### src/rtl/cpuPkg.sv
package cpuPkg;

	localparam int wordW = 16;
	localparam int opW = 5;
	localparam int regSelW = 3;
	localparam int numRegs = 8;
	localparam int immW = 8;
	localparam int labelW = 11;
	localparam int imemDepth = 64;
	localparam int dmemDepth = 64;
	localparam int memAddrW = 6;
	localparam logic [memAddrW-1:0] spReset = 6'd63; // stack grows down from the top

	// opcodes, msb set means branch
	localparam logic [opW-1:0] opPush = 5'b00000;
	localparam logic [opW-1:0] opPop  = 5'b00001;
	localparam logic [opW-1:0] opAdd  = 5'b00010;
	localparam logic [opW-1:0] opOr   = 5'b00011;
	localparam logic [opW-1:0] opNot  = 5'b00100;
	localparam logic [opW-1:0] opNeg  = 5'b00101;
	localparam logic [opW-1:0] opInc  = 5'b00110;
	localparam logic [opW-1:0] opDec  = 5'b00111;
	localparam logic [opW-1:0] opCall = 5'b01000;
	localparam logic [opW-1:0] opRet  = 5'b01001;
	localparam logic [opW-1:0] opLdi  = 5'b01010;

	// branch condition codes, low four opcode bits
	localparam logic [3:0] ccAlways = 4'd0;
	localparam logic [3:0] ccZ  = 4'd1;
	localparam logic [3:0] ccNz = 4'd2;
	localparam logic [3:0] ccC  = 4'd3;
	localparam logic [3:0] ccNc = 4'd4;
	localparam logic [3:0] ccS  = 4'd5;
	localparam logic [3:0] ccNs = 4'd6;
	localparam logic [3:0] ccV  = 4'd7;
	localparam logic [3:0] ccNv = 4'd8;

	typedef enum logic [2:0] {passX, add, orOp, notX, negX, incX, decX} aluFunc_e;
	typedef enum logic [1:0] {next, label, stack} pcSel_e;

	typedef union packed {
		struct packed {
			logic [opW-1:0] opcode;
			logic [regSelW-1:0] rSel;
			logic [immW-1:0] imm;
		} regForm;
		struct packed {
			logic [opW-1:0] opcode;
			logic [labelW-1:0] target; // branch or call destination
		} labelForm;
	} instr_u;

	typedef struct packed {
		logic z;
		logic c;
		logic s;
		logic v;
	} flags_s;

endpackage

### src/rtl/ctrlIf.sv
`timescale 1ns/1ps

interface ctrlIf import cpuPkg::*; ();
	logic ldReg;
	logic ldPc;
	logic ldSp;
	logic ldFlag;
	logic memWe;
	logic spUp;         // pop and ret move sp toward the top
	logic regFromStack;
	logic regFromImm;
	aluFunc_e aluFunc;
	pcSel_e pcSel;
	logic [3:0] cond;

	modport ctrl (
		output ldReg, ldPc, ldSp, ldFlag, memWe, spUp,
		output regFromStack, regFromImm, aluFunc, pcSel, cond
	);

	modport exec (
		input ldReg, ldPc, ldSp, ldFlag, memWe, spUp,
		input regFromStack, regFromImm, aluFunc, pcSel, cond
	);

endinterface

### src/rtl/controller.sv
`timescale 1ns/1ps

module controller import cpuPkg::*; (
	input  logic ldSig,
	input  logic resetN,
	input  logic run,
	input  instr_u instr,
	input  logic condTrue,
	ctrlIf.ctrl cb,
	output logic isCall
);
	logic phase;
	logic fire;
	logic [opW-1:0] op;
	logic isBranch;
	logic isPush;
	logic isPop;
	logic isRet;
	logic isLdi;
	logic isAlu;
	aluFunc_e aluSel;

	assign op = instr.regForm.opcode;
	assign isBranch = op[opW-1];
	assign fire = phase & run; // commit phase only

	// 0 decode, 1 commit
	always_ff @(posedge ldSig or negedge resetN) begin
		if (!resetN)
			phase <= 1'b0;
		else if (run)
			phase <= ~phase;
	end

	always_comb begin
		isPush = 1'b0;
		isPop = 1'b0;
		isCall = 1'b0;
		isRet = 1'b0;
		isLdi = 1'b0;
		aluSel = passX;
		case (op)
			opPush: isPush = 1'b1;
			opPop:  isPop = 1'b1;
			opAdd:  aluSel = add;
			opOr:   aluSel = orOp;
			opNot:  aluSel = notX;
			opNeg:  aluSel = negX;
			opInc:  aluSel = incX;
			opDec:  aluSel = decX;
			opCall: isCall = 1'b1;
			opRet:  isRet = 1'b1;
			opLdi:  isLdi = 1'b1;
			default: ; // no-op or branch
		endcase
	end

	assign isAlu = (aluSel != passX);

	assign cb.ldReg = fire & (isPop | isAlu | isLdi);
	assign cb.ldFlag = fire & isAlu;
	assign cb.ldPc = fire;
	assign cb.ldSp = fire & (isPush | isPop | isCall | isRet);
	assign cb.memWe = fire & (isPush | isCall);
	assign cb.spUp = isPop | isRet;
	assign cb.regFromStack = isPop;
	assign cb.regFromImm = isLdi;
	assign cb.aluFunc = aluSel;
	assign cb.cond = op[3:0];

	always_comb begin
		if (isCall || (isBranch && condTrue))
			cb.pcSel = label;
		else if (isRet)
			cb.pcSel = stack;
		else
			cb.pcSel = next;
	end

endmodule

### src/rtl/regBank.sv
`timescale 1ns/1ps

module regBank import cpuPkg::*; (
	input  logic ldSig,
	input  logic resetN,
	input  instr_u instr,
	input  logic [wordW-1:0] aluZ,
	input  logic [wordW-1:0] stackTop,
	ctrlIf.exec cb,
	output logic [wordW-1:0] regOut
);
	logic [regSelW-1:0] rSel;
	logic [wordW-1:0] wData;
	logic [wordW-1:0] regQ [numRegs];

	assign rSel = instr.regForm.rSel;

	// pop value, zero-extended immediate or alu result
	assign wData = cb.regFromStack ? stackTop :
		cb.regFromImm ? {{(wordW-immW){1'b0}}, instr.regForm.imm} : aluZ;

	for (genvar i = 0; i < numRegs; i++) begin : gReg
		logic [wordW-1:0] q;
		logic we;

		assign we = cb.ldReg && (rSel == i);

		always_ff @(posedge ldSig or negedge resetN) begin
			if (!resetN)
				q <= '0;
			else if (we)
				q <= wData;
		end

		assign regQ[i] = q;
	end

	assign regOut = regQ[rSel]; // same field picks the read

endmodule

### src/rtl/alu.sv
`timescale 1ns/1ps

module alu import cpuPkg::*; (
	input  logic [wordW-1:0] x,
	input  logic [wordW-1:0] y,
	ctrlIf.exec cb,
	output logic [wordW-1:0] z,
	output logic carry,
	output logic overflow
);
	logic [wordW-1:0] opA;
	logic [wordW-1:0] opB;
	logic cin;
	logic isSub;
	logic [wordW:0] sum;
	logic [wordW-1:0] lowSum; // top bit is the carry into the msb

	// every arithmetic op runs through one adder
	always_comb begin
		opA = x;
		opB = y;
		cin = 1'b0;
		isSub = 1'b0;
		case (cb.aluFunc)
			incX: begin
				opB = '0;
				cin = 1'b1;
			end
			decX: begin
				opB = '1; // x + (-1)
				isSub = 1'b1;
			end
			negX: begin
				opA = '0;
				opB = ~x;
				cin = 1'b1;
				isSub = 1'b1;
			end
			default: ;
		endcase
		sum = {1'b0, opA} + {1'b0, opB} + {{wordW{1'b0}}, cin};
		lowSum = {1'b0, opA[wordW-2:0]} + {1'b0, opB[wordW-2:0]} + {{(wordW-1){1'b0}}, cin};
	end

	always_comb begin
		carry = 1'b0;
		overflow = 1'b0;
		case (cb.aluFunc)
			add, incX, decX, negX: begin
				z = sum[wordW-1:0];
				carry = sum[wordW] ^ isSub; // borrow for the subtracting ops
				overflow = lowSum[wordW-1] ^ sum[wordW];
			end
			orOp: z = x | y;
			notX: z = ~x;
			default: z = x;
		endcase
	end

endmodule

### src/rtl/flagUnit.sv
`timescale 1ns/1ps

module flagUnit import cpuPkg::*; (
	input  logic ldSig,
	input  logic resetN,
	input  logic [wordW-1:0] z,
	input  logic carry,
	input  logic overflow,
	ctrlIf.exec cb,
	output logic condTrue,
	output flags_s flags
);

	always_ff @(posedge ldSig or negedge resetN) begin
		if (!resetN) begin
			flags <= '0;
		end else if (cb.ldFlag) begin
			flags.z <= (z == '0);
			flags.c <= carry;
			flags.s <= z[wordW-1];
			flags.v <= overflow;
		end
	end

	always_comb begin
		case (cb.cond)
			ccAlways: condTrue = 1'b1;
			ccZ:      condTrue = flags.z;
			ccNz:     condTrue = !flags.z;
			ccC:      condTrue = flags.c;
			ccNc:     condTrue = !flags.c;
			ccS:      condTrue = flags.s;
			ccNs:     condTrue = !flags.s;
			ccV:      condTrue = flags.v;
			ccNv:     condTrue = !flags.v;
			default:  condTrue = 1'b0; // unused codes never branch
		endcase
	end

endmodule

### src/rtl/fetchUnit.sv
`timescale 1ns/1ps

module fetchUnit import cpuPkg::*; (
	input  logic ldSig,
	input  logic resetN,
	input  logic progWe,
	input  logic [memAddrW-1:0] progAddr,
	input  logic [wordW-1:0] progData,
	ctrlIf.exec cb,
	input  logic [wordW-1:0] stackTop,
	output instr_u instr,
	output logic [wordW-1:0] pc,
	output logic [wordW-1:0] pcNext1
);
	logic [wordW-1:0] imem [imemDepth];
	logic [wordW-1:0] target;

	// program load port
	always_ff @(posedge ldSig) begin
		if (progWe)
			imem[progAddr] <= progData;
	end

	assign instr = imem[pc[memAddrW-1:0]]; // async read
	assign pcNext1 = pc + 1'b1;
	assign target = {{(wordW-labelW){1'b0}}, instr.labelForm.target};

	always_ff @(posedge ldSig or negedge resetN) begin
		if (!resetN) begin
			pc <= '0;
		end else if (cb.ldPc) begin
			case (cb.pcSel)
				label:   pc <= target;
				stack:   pc <= stackTop; // return address
				default: pc <= pcNext1;
			endcase
		end
	end

endmodule

### src/rtl/stackMem.sv
`timescale 1ns/1ps

module stackMem import cpuPkg::*; (
	input  logic ldSig,
	input  logic resetN,
	ctrlIf.exec cb,
	input  logic [wordW-1:0] regOut,
	input  logic [wordW-1:0] pcNext1,
	input  logic isCall,
	output logic [wordW-1:0] stackTop,
	output logic [memAddrW-1:0] memAddr,
	output logic [wordW-1:0] memWdata,
	output logic memWe
);
	logic [memAddrW-1:0] sp;
	logic [memAddrW-1:0] spPlus;
	logic [memAddrW-1:0] spMinus;
	logic [wordW-1:0] dmem [dmemDepth];

	// sp is the next free word, top of stack sits just above it
	assign spPlus = sp + 1'b1;
	assign spMinus = sp - 1'b1;

	assign memAddr = sp;
	assign memWdata = isCall ? pcNext1 : regOut; // return address on call
	assign memWe = cb.memWe;

	always_ff @(posedge ldSig) begin
		if (memWe)
			dmem[sp] <= memWdata;
	end

	assign stackTop = dmem[spPlus];

	always_ff @(posedge ldSig or negedge resetN) begin
		if (!resetN)
			sp <= spReset;
		else if (cb.ldSp)
			sp <= cb.spUp ? spPlus : spMinus;
	end

endmodule

### src/rtl/cpuTop.sv
`timescale 1ns/1ps

module cpuTop import cpuPkg::*; (
	input  logic ldSig,
	input  logic resetN,
	input  logic run,
	input  logic progWe,
	input  logic [memAddrW-1:0] progAddr,
	input  logic [wordW-1:0] progData,
	output logic [wordW-1:0] pc,
	output logic memWe,
	output logic [memAddrW-1:0] memAddr,
	output logic [wordW-1:0] memWdata,
	output flags_s flags
);
	instr_u instr;
	logic condTrue;
	logic isCall;
	logic [wordW-1:0] regOut;
	logic [wordW-1:0] stackTop;
	logic [wordW-1:0] aluZ;
	logic [wordW-1:0] pcNext1;
	logic aluCarry;
	logic aluOverflow;

	ctrlIf cb ();

	controller uCtrl (
		.ldSig, .resetN, .run, .instr, .condTrue,
		.cb(cb.ctrl),
		.isCall
	);

	regBank uRegs (
		.ldSig, .resetN, .instr, .aluZ, .stackTop,
		.cb(cb.exec),
		.regOut
	);

	// top of stack is x, selected register is y
	alu uAlu (
		.x(stackTop), .y(regOut), .cb(cb.exec),
		.z(aluZ), .carry(aluCarry), .overflow(aluOverflow)
	);

	flagUnit uFlags (
		.ldSig, .resetN, .z(aluZ), .carry(aluCarry), .overflow(aluOverflow),
		.cb(cb.exec), .condTrue, .flags
	);

	fetchUnit uFetch (
		.ldSig, .resetN, .progWe, .progAddr, .progData,
		.cb(cb.exec), .stackTop, .instr, .pc, .pcNext1
	);

	stackMem uStack (
		.ldSig, .resetN, .cb(cb.exec), .regOut, .pcNext1, .isCall,
		.stackTop, .memAddr, .memWdata, .memWe
	);

endmodule

### config.mk
export PLATFORM = sky130hd
export DESIGN_NAME = cpuTop
export DESIGN_NICKNAME = d
export VERILOG_FILES = /design/src/rtl/cpuPkg.sv /design/src/rtl/ctrlIf.sv /design/src/rtl/controller.sv /design/src/rtl/regBank.sv /design/src/rtl/alu.sv /design/src/rtl/flagUnit.sv /design/src/rtl/fetchUnit.sv /design/src/rtl/stackMem.sv /design/src/rtl/cpuTop.sv
export SDC_FILE = /design/constraint.sdc
export NUM_CORES = 2
export LEC_CHECK = 0
export BUFFER_PORTS_ARGS = -buffer_cell sky130_fd_sc_hd__clkbuf_2
export CORE_UTILIZATION = 60
export CTS_CLUSTER_DIAMETER = 100
export CTS_CLUSTER_SIZE = 14
export DETAILED_ROUTE_END_ITERATION = 7
export PLACE_DENSITY_LB_ADDON = 0.12
export SYNTH_ARGS = -nofsm -noshare
export SYNTH_HDL_FRONTEND = slang
export SYNTH_SLANG_ARGS = --single-unit
### constraint.sdc
create_clock -name ldSig -period 10.74 [get_ports ldSig]
set_clock_uncertainty 0.15 [all_clocks]
set_input_delay 3.222 -clock ldSig [delete_from_list [all_inputs] [get_ports ldSig]]
set_output_delay 3.222 -clock ldSig [all_outputs]
set_load 0.05 [all_outputs]
-- Word-level counts from Yosys, hierarchy flattened
Memories as Yosys holds them, arrays and structs flattened.
Cells that the tools add are included.
- flip-flop bits (word level): 155
- RAM bits: 2048
- bits of input ports: 26
- output and inout port bits: 43
- word-level logic and storage cells: 126
- memories kept: 2
- memories (name ; depth ; width ; rd ports ; clocked after memory_dff ; wr ports ; RTL line ; text):
    uFetch.imem ; 64 ; 16 ; 1 ; 0 ; 1 ; fetchUnit.sv:15 ; logic [wordW-1:0] imem [imemDepth];
    uStack.dmem ; 64 ; 16 ; 1 ; 0 ; 1 ; stackMem.sv:18 ; logic [wordW-1:0] dmem [dmemDepth];
- $add $sub $neg: 7
- order comparisons: 1
- equality and inequality tests: 33
- mux-type cells: 28
- bitwise operators: 18
- reduce and logical (&&, ||, !) cells: 22
- operators with widths (operator ; number):
    2-to-1 mux 16 bit ; 6
    one-hot mux 16 bit (3 select lines) ; 2
    binary-select mux 16 bit (select 3 bit) ; 1
    one-hot mux 16 bit (2 select lines) ; 1
    equality test 3 bit (second input constant) ; 7
    equality test 5 x 3 -> 1 bit (second input constant) ; 4
    one-hot mux 3 bit (6 select lines) ; 1
    adder 16 x 16 -> 17 bit ; 1
    adder 17 x 1 -> 17 bit ; 1
    adder 15 x 15 -> 16 bit ; 1
    adder 16 x 1 -> 16 bit ; 1
    adder 16 x 1 -> 16 bit (second input constant) ; 1
    equality test 4 x 3 -> 1 bit (second input constant) ; 4
    logical NOT 16 bit ; 1
    inverter 16 bit ; 1
    bitwise OR 16 bit ; 1
    equality test 5 x 4 -> 1 bit (second input constant) ; 3
    2-to-1 mux 1 bit ; 13
    equality test 3 x 2 -> 1 bit (second input constant) ; 4
    equality test 5 x 2 -> 1 bit (second input constant) ; 2
    logical AND 1 bit ; 9
    one-hot mux 1 bit (9 select lines) ; 1
    equality test 4 x 2 -> 1 bit (second input constant) ; 2
    bitwise OR 1 bit ; 7
    other kinds (23) ; 34

-- Depth between registers and ports, before layout
An unclocked memory read counts as a cell.
- depth in word-level cells: 11
- gate-level depth with buffers: 32
- mapped depth without buffers: 24

-- By module
Synthesis repeated with hierarchy kept, for this count alone.
- cells, all modules: 4733
- area total of the unflattened synthesis: 89089.2 µm²
- by module, submodules not included (module ; instances ; cells an instance ; area each (µm²) ; sequential area each (µm²)):
    fetchUnit ; 1 ; 2017 ; 40913.0 ; 31149.9
    stackMem ; 1 ; 1834 ; 40089.7 ; 30907.1
    regBank ; 1 ; 559 ; 5798.1 ; 3203.1
    alu ; 1 ; 268 ; 1798.0 ; 0.0
    flagUnit ; 1 ; 22 ; 255.2 ; 100.1
    controller ; 1 ; 33 ; 235.2 ; 25.0

-- Worst setup path after synthesis
Ideal clock, no wire load.
- path kind: register to output
- start: reg uFetch.pc[0]
- end: out memWdata[6]
- arrival time: 6873 ps
- data required time: 7368 ps
- slack: 495 ps
- stages on the path, launching flop included: 14
- buffers on the path: 6
- cells stage by stage: dfrtp_1 -> buf_6 -> buf_8 -> buf_6 -> buf_4 -> mux4_2 -> a221oi_1 -> o221a_2 -> buf_6 -> buf_6 -> nor2_1 -> a32o_1 -> or2_2 -> o21ai_0
- word-level cells in the longest chain between the ends: 6
- elaborated cells on any way between the ends: 9
- RTL lines (element ; RTL line ; text):
    start, declared ; fetchUnit.sv:12 ; output logic [wordW-1:0] pc,
    start signal, assigned ; fetchUnit.sv:33 ; label: pc <= target;
    start signal, assigned ; fetchUnit.sv:34 ; stack: pc <= stackTop;
    start signal, assigned ; fetchUnit.sv:35 ; default: pc <= pcNext1;
    memory read (64 x 16 bit) ; n/a ;
    inverter 3 -> 4 bit (implied by the code) ; regBank.sv:38 ; assign regOut = regQ[rSel];
    binary-select mux 16 bit (select 3 bit) ; regBank.sv:38 ;
    2-to-1 mux 16 bit (implied by the code) (2 in a row) ; regBank.sv:38 ;
    2-to-1 mux 16 bit * ; stackMem.sv:25 ; assign memWdata = isCall ? pcNext1 : regOut;
    end, declared ; cpuTop.sv:13 ; output logic [wordW-1:0] memWdata,
Mark *: on every way between the ends. The rest lies on a longest branch, timed or not. The select of a mux whose other input is x is not followed.

-- Worst setup path after layout
- start: reg uFetch.pc[2]
- end: out memWdata[13]
The elaborated chain is that of the path after synthesis.

==> impl_results.html <==
<table>
<tr><th>Metric</th><th>Value</th></tr>
<tr><th colspan="2">Outcome</th></tr>
<tr><td>Run status</td><td>finished, final reports clean</td></tr>
<tr><th colspan="2">Place</th></tr>
<tr><td>Placed insts</td><td>6318</td></tr>
<tr><td>HPWL reported at the end of detailed placement</td><td>132 mm</td></tr>
<tr><td>Buffers added on ports</td><td>68</td></tr>
<tr><td>Routability-driven placement congestion ratio</td><td>0.939</td></tr>
<tr><th colspan="2">Critical path</th></tr>
<tr><td>Series of cell instances along the critical path</td><td>buf_12, mux4_2, a32o_1, a221oi_1, a31oi_1, nand2b_1, nor2_4, nand2_1, nor2_4, buf_4, nand2_1, o21ai_4, clkbuf_2</td></tr>
<tr><td>Slowest cell on the critical path</td><td>sky130_fd_sc_hd__dfrtp_4</td></tr>
<tr><td>Category of the critical setup timing path</td><td>register to output pin</td></tr>
<tr><td>Worst r2r path cells</td><td>22</td></tr>
<tr><td>FF-to-FF Start</td><td>uStack.memAddr[0]$_DFFE_PN1P_</td></tr>
<tr><td>Worst reg2reg path endpoint</td><td>uRegs.gReg[5].q[15]$_DFFE_PN0P_</td></tr>
<tr><td>Crit path capture type</td><td>output pin</td></tr>
<tr><td>Internal reg-to-reg setup slack</td><td>1910 ps</td></tr>
<tr><td>Type of origin of the critical path</td><td>register</td></tr>
<tr><td>Maximum fanout along the worst path</td><td>60</td></tr>
<tr><td>Worst path arrival time</td><td>6490 ps</td></tr>
<tr><td>Data required time at the worst endpoint</td><td>7370 ps</td></tr>
<tr><td>CP max stage delay</td><td>880 ps</td></tr>
<tr><th colspan="2">Route</th></tr>
<tr><td>Total via count in the routed design</td><td>45.3k</td></tr>
<tr><td>Routed via count divided by cell count</td><td>6.92</td></tr>
<tr><td>Final Routed Wirelength</td><td>219 mm</td></tr>
<tr><td>Detailed router's first-iteration violation count</td><td>5434</td></tr>
<tr><td>Routed wirelength normalized by instance count</td><td>33.5 µm</td></tr>
<tr><td>DRC violations left</td><td>0</td></tr>
<tr><td>Length of the first detailed-routing pass in iterations</td><td>8</td></tr>
<tr><td>ANT nets after route</td><td>0</td></tr>
<tr><th colspan="2">Clock network</th></tr>
<tr><td>Num CTS Buffers</td><td>175</td></tr>
<tr><td>CTS root buf</td><td>sky130_fd_sc_hd__clkbuf_16</td></tr>
<tr><td>Clock tree from TritonCTS</td><td>done</td></tr>
<tr><td>Hold buffer count at cts</td><td>0</td></tr>
<tr><td>Clock H-tree levels</td><td>4</td></tr>
<tr><td>Post-cts resize count</td><td>0</td></tr>
<tr><td>Maximum count of clock buffers along a single path</td><td>3</td></tr>
<tr><td>Clock edge transition at the registers on the reported setup and hold paths</td><td>70 ps</td></tr>
<tr><td>Sink count of the clock tree</td><td>2203</td></tr>
<tr><td>Buffer count from post-CTS setup fixing</td><td>0</td></tr>
<tr><td>Skew-Pair Late Insertion Delay</td><td>850 ps</td></tr>
<tr><th colspan="2">Synth</th></tr>
<tr><td>Post-synthesis register bit count</td><td>2203</td></tr>
<tr><td>Yosys warning count</td><td>0</td></tr>
<tr><td>Ys async rst share</td><td>7.04%</td></tr>
<tr><td>Post-Synthesis Mean Instance Area</td><td>20.3 µm²</td></tr>
<tr><td>Synth Instances</td><td>4380</td></tr>
<tr><td>Post-synthesis instance area</td><td>0.0889 mm²</td></tr>
<tr><td>Total nets after synthesis</td><td>4426</td></tr>
<tr><td>Count of distinct cell types in the synthesized netlist</td><td>103</td></tr>
<tr><td>Commonest register cell after synthesis</td><td>sky130_fd_sc_hd__edfxtp_1</td></tr>
<tr><td>Number of flops mapped to enable cells by yosys</td><td>2048</td></tr>
<tr><td>Sequential cell area fraction in the yosys report</td><td>73.5%</td></tr>
<tr><th colspan="2">STA</th></tr>
<tr><td>Final setup violation count</td><td>0</td></tr>
<tr><td>Relative max-transition margin</td><td>15.0%</td></tr>
<tr><td>Time the final worst path needs with I/O delays and setup</td><td>9860 ps</td></tr>
<tr><td>Tightest Pin Transition</td><td>1270 ps</td></tr>
<tr><td>Setup TNS Final</td><td>0 ps</td></tr>
<tr><td>RSZ-0062 raised after global routing</td><td>false</td></tr>
<tr><td>Ratio of final minimum period to clock period</td><td>91.8%</td></tr>
<tr><td>Highest achievable clock rate</td><td>101 MHz</td></tr>
<tr><td>Hold Violations, Final</td><td>0</td></tr>
<tr><td>Number of max-slew violations in the final report</td><td>0</td></tr>
<tr><th colspan="2">Final layout</th></tr>
<tr><td>Leading cell type in the layout, fill and taps excluded</td><td>sky130_fd_sc_hd__edfxtp_1</td></tr>
<tr><td>Final nets</td><td>4624</td></tr>
<tr><td>Fraction of layout instances using a drive strength above 1</td><td>29.8%</td></tr>
<tr><td>Fill cells</td><td>9418</td></tr>
<tr><td>Most used cells in the layout excluding fill and tap cells</td><td>sky130_fd_sc_hd__edfxtp_1, sky130_fd_sc_hd__mux4_2, sky130_fd_sc_hd__buf_4, sky130_fd_sc_hd__clkbuf_16, sky130_fd_sc_hd__nand2_1</td></tr>
<tr><td>Final cell count without fillers</td><td>6548</td></tr>
<tr><td>Area growth, synth to finish</td><td>9.54%</td></tr>
<tr><th colspan="2">Global route</th></tr>
<tr><td>Initial antenna violation count</td><td>7</td></tr>
<tr><td>Global route total overflow</td><td>0</td></tr>
<tr><td>Wire length of the first global-routing pass</td><td>317 mm</td></tr>
<tr><td>Vias in the first global route</td><td>44.9k</td></tr>
<tr><td>Pin count of the biggest net entering global routing</td><td>114</td></tr>
<tr><td>GRT Util Overall</td><td>29.7%</td></tr>
<tr><th colspan="2">Floorplan</th></tr>
<tr><td>FP Rows</td><td>140</td></tr>
<tr><td>Io pins</td><td>69</td></tr>
<tr><td>Effective utilization at floorplan</td><td>60.7%</td></tr>
<tr><td>Die span in x</td><td>387 µm</td></tr>
<tr><td>Total Die Area</td><td>0.150 mm²</td></tr>
<tr><td>Chip height</td><td>387 µm</td></tr>
<tr><td>Core area</td><td>0.146 mm²</td></tr>
<tr><th colspan="2">Min path</th></tr>
<tr><td>Launch point of the worst hold path</td><td>uRegs.gReg[5].q[3]$_DFFE_PN0P_</td></tr>
<tr><td>Endpoint with the worst hold slack</td><td>uRegs.gReg[5].q[3]$_DFFE_PN0P_</td></tr>
<tr><td>Worst hold path depth</td><td>1</td></tr>
<tr><td>Min-Delay Path Class</td><td>register to register</td></tr>
<tr><th colspan="2">Flow run</th></tr>
<tr><td>Count of maximum capacitance violations</td><td>0</td></tr>
</table>
worst max path at each step:
stage                                  start           end  depth (start not counted)
finish              uFetch.pc[2]$_DFFE_PN0P_  memWdata[13]                         13
global route        uFetch.pc[0]$_DFFE_PN0P_  memWdata[13]                         12
CTS                 uFetch.pc[0]$_DFFE_PN0P_  memWdata[13]                         12
detailed placement  uFetch.pc[0]$_DFFE_PN0P_  memWdata[13]                         12
global placement    uFetch.pc[0]$_DFFE_PN0P_  memWdata[13]                         13
floorplan           uFetch.pc[0]$_DFFE_PN0P_   memWdata[6]                         13
metrics by stage:
step / instance area, µm² / hold WS [ps] / utilization (%) / worst slack [ps]
2_1_floorplan: 88900 / 301 / - / 495
3_3_place_gp: 92500 / 315 / 63.2 / 1860
3_5_place_dp: 92500 / 319 / 63.2 / 1870
4_1_cts: 97400 / 335 / 66.5 / 964
5_1_grt: 97400 / 338 / 66.5 / 688
6_report: 97400 / 340 / 66.5 / 883
cell usage after synthesis (7+ instances only):
cell / count / area (µm²)
sky130_fd_sc_hd__a2111oi_0: 19 / 166
sky130_fd_sc_hd__a211oi_1: 11 / 82.6
sky130_fd_sc_hd__a21boi_0: 20 / 150
sky130_fd_sc_hd__a21oi_1: 33 / 165
sky130_fd_sc_hd__a221oi_1: 9 / 78.8
sky130_fd_sc_hd__a22o_1: 14 / 123
sky130_fd_sc_hd__a22oi_1: 18 / 135
sky130_fd_sc_hd__a31oi_1: 10 / 62.6
sky130_fd_sc_hd__a32oi_1: 7 / 61.3
sky130_fd_sc_hd__and2_1: 8 / 50.1
sky130_fd_sc_hd__and3_1: 10 / 62.6
sky130_fd_sc_hd__buf_1: 19 / 71.3
sky130_fd_sc_hd__buf_2: 81 / 405
sky130_fd_sc_hd__buf_4: 30 / 225
sky130_fd_sc_hd__buf_6: 21 / 236
sky130_fd_sc_hd__clkbuf_1: 101 / 379
sky130_fd_sc_hd__dfrtp_1: 149 / 3730
sky130_fd_sc_hd__edfxtp_1: 2048 / 61500
sky130_fd_sc_hd__ha_1: 18 / 225
sky130_fd_sc_hd__inv_1: 30 / 113
sky130_fd_sc_hd__mux2_2: 137 / 1540
sky130_fd_sc_hd__mux2i_1: 106 / 1060
sky130_fd_sc_hd__mux4_2: 582 / 13100
sky130_fd_sc_hd__nand2_1: 163 / 612
sky130_fd_sc_hd__nand2b_1: 7 / 43.8
sky130_fd_sc_hd__nand3_1: 82 / 410
sky130_fd_sc_hd__nand4_1: 35 / 219
sky130_fd_sc_hd__nor2_1: 212 / 796
sky130_fd_sc_hd__nor2_2: 8 / 50.1
sky130_fd_sc_hd__nor2b_1: 19 / 119
sky130_fd_sc_hd__nor3_1: 18 / 90.1
sky130_fd_sc_hd__o211ai_1: 10 / 75.1
sky130_fd_sc_hd__o21ai_0: 98 / 490
sky130_fd_sc_hd__o221ai_1: 9 / 78.8
sky130_fd_sc_hd__o22ai_1: 16 / 100
sky130_fd_sc_hd__or2_2: 16 / 100
sky130_fd_sc_hd__or3_1: 10 / 62.6
sky130_fd_sc_hd__xnor2_1: 19 / 166
sky130_fd_sc_hd__xor2_1: 18 / 158
cell families after synthesis:
kind of cell	share of synthesized area, %
flops	73.5
mux	17.7
simple gates	3.59
compound gates	2.84
buf+inv	1.64
xor+xnor	0.383
fa+ha+maj	0.298
layout make-up:
cell class | instances | area (µm²) | area share, %
Sequential cell | 2203 | 65400 | 67.1
Multi-Input combinational cell | 1893 | 22600 | 23.2
Clock buffer | 211 | 4510 | 4.63
Tap cell | 1917 | 2400 | 2.46
Timing Repair Buffer | 275 | 1990 | 2.04
Clock inverter | 17 | 370 | 0.380
Inverter | 30 | 113 | 0.116
Antenna cell | 2 | 5.00 | 0.00514
metal layers:
layer	share of wire, %	wire length [µm]	vias up	GRT usage [%]
met3	10	22700	315	6.15
li1	-	-	18400	-
met1	41	90700	24100	45.7
met2	46	101000	2481	44.0
met5	0	0	-	0
met4	2.4	5290	0	7.95
sequential cells by signal (all words and copies together), names as in the netlist:
signal and flops:
uFetch.pc 16, uCtrl.phase 1, uStack.memAddr 6, uFlags.flags 4, uStack.dmem 1024, uRegs.gReg.q 128
uFetch.imem 1024
worst max-delay path, delay by kind of cell, from the launching register on:
family / cells / cell delay (ps)
mux: 1 / 370
flops: 1 / 880
simple gates: 5 / 1840
buf+inv: 3 / 1040
compound gates: 4 / 1280
Power is not shown: default switching activity piles up to over one toggle a cycle in this logic, so the estimate is an artifact.
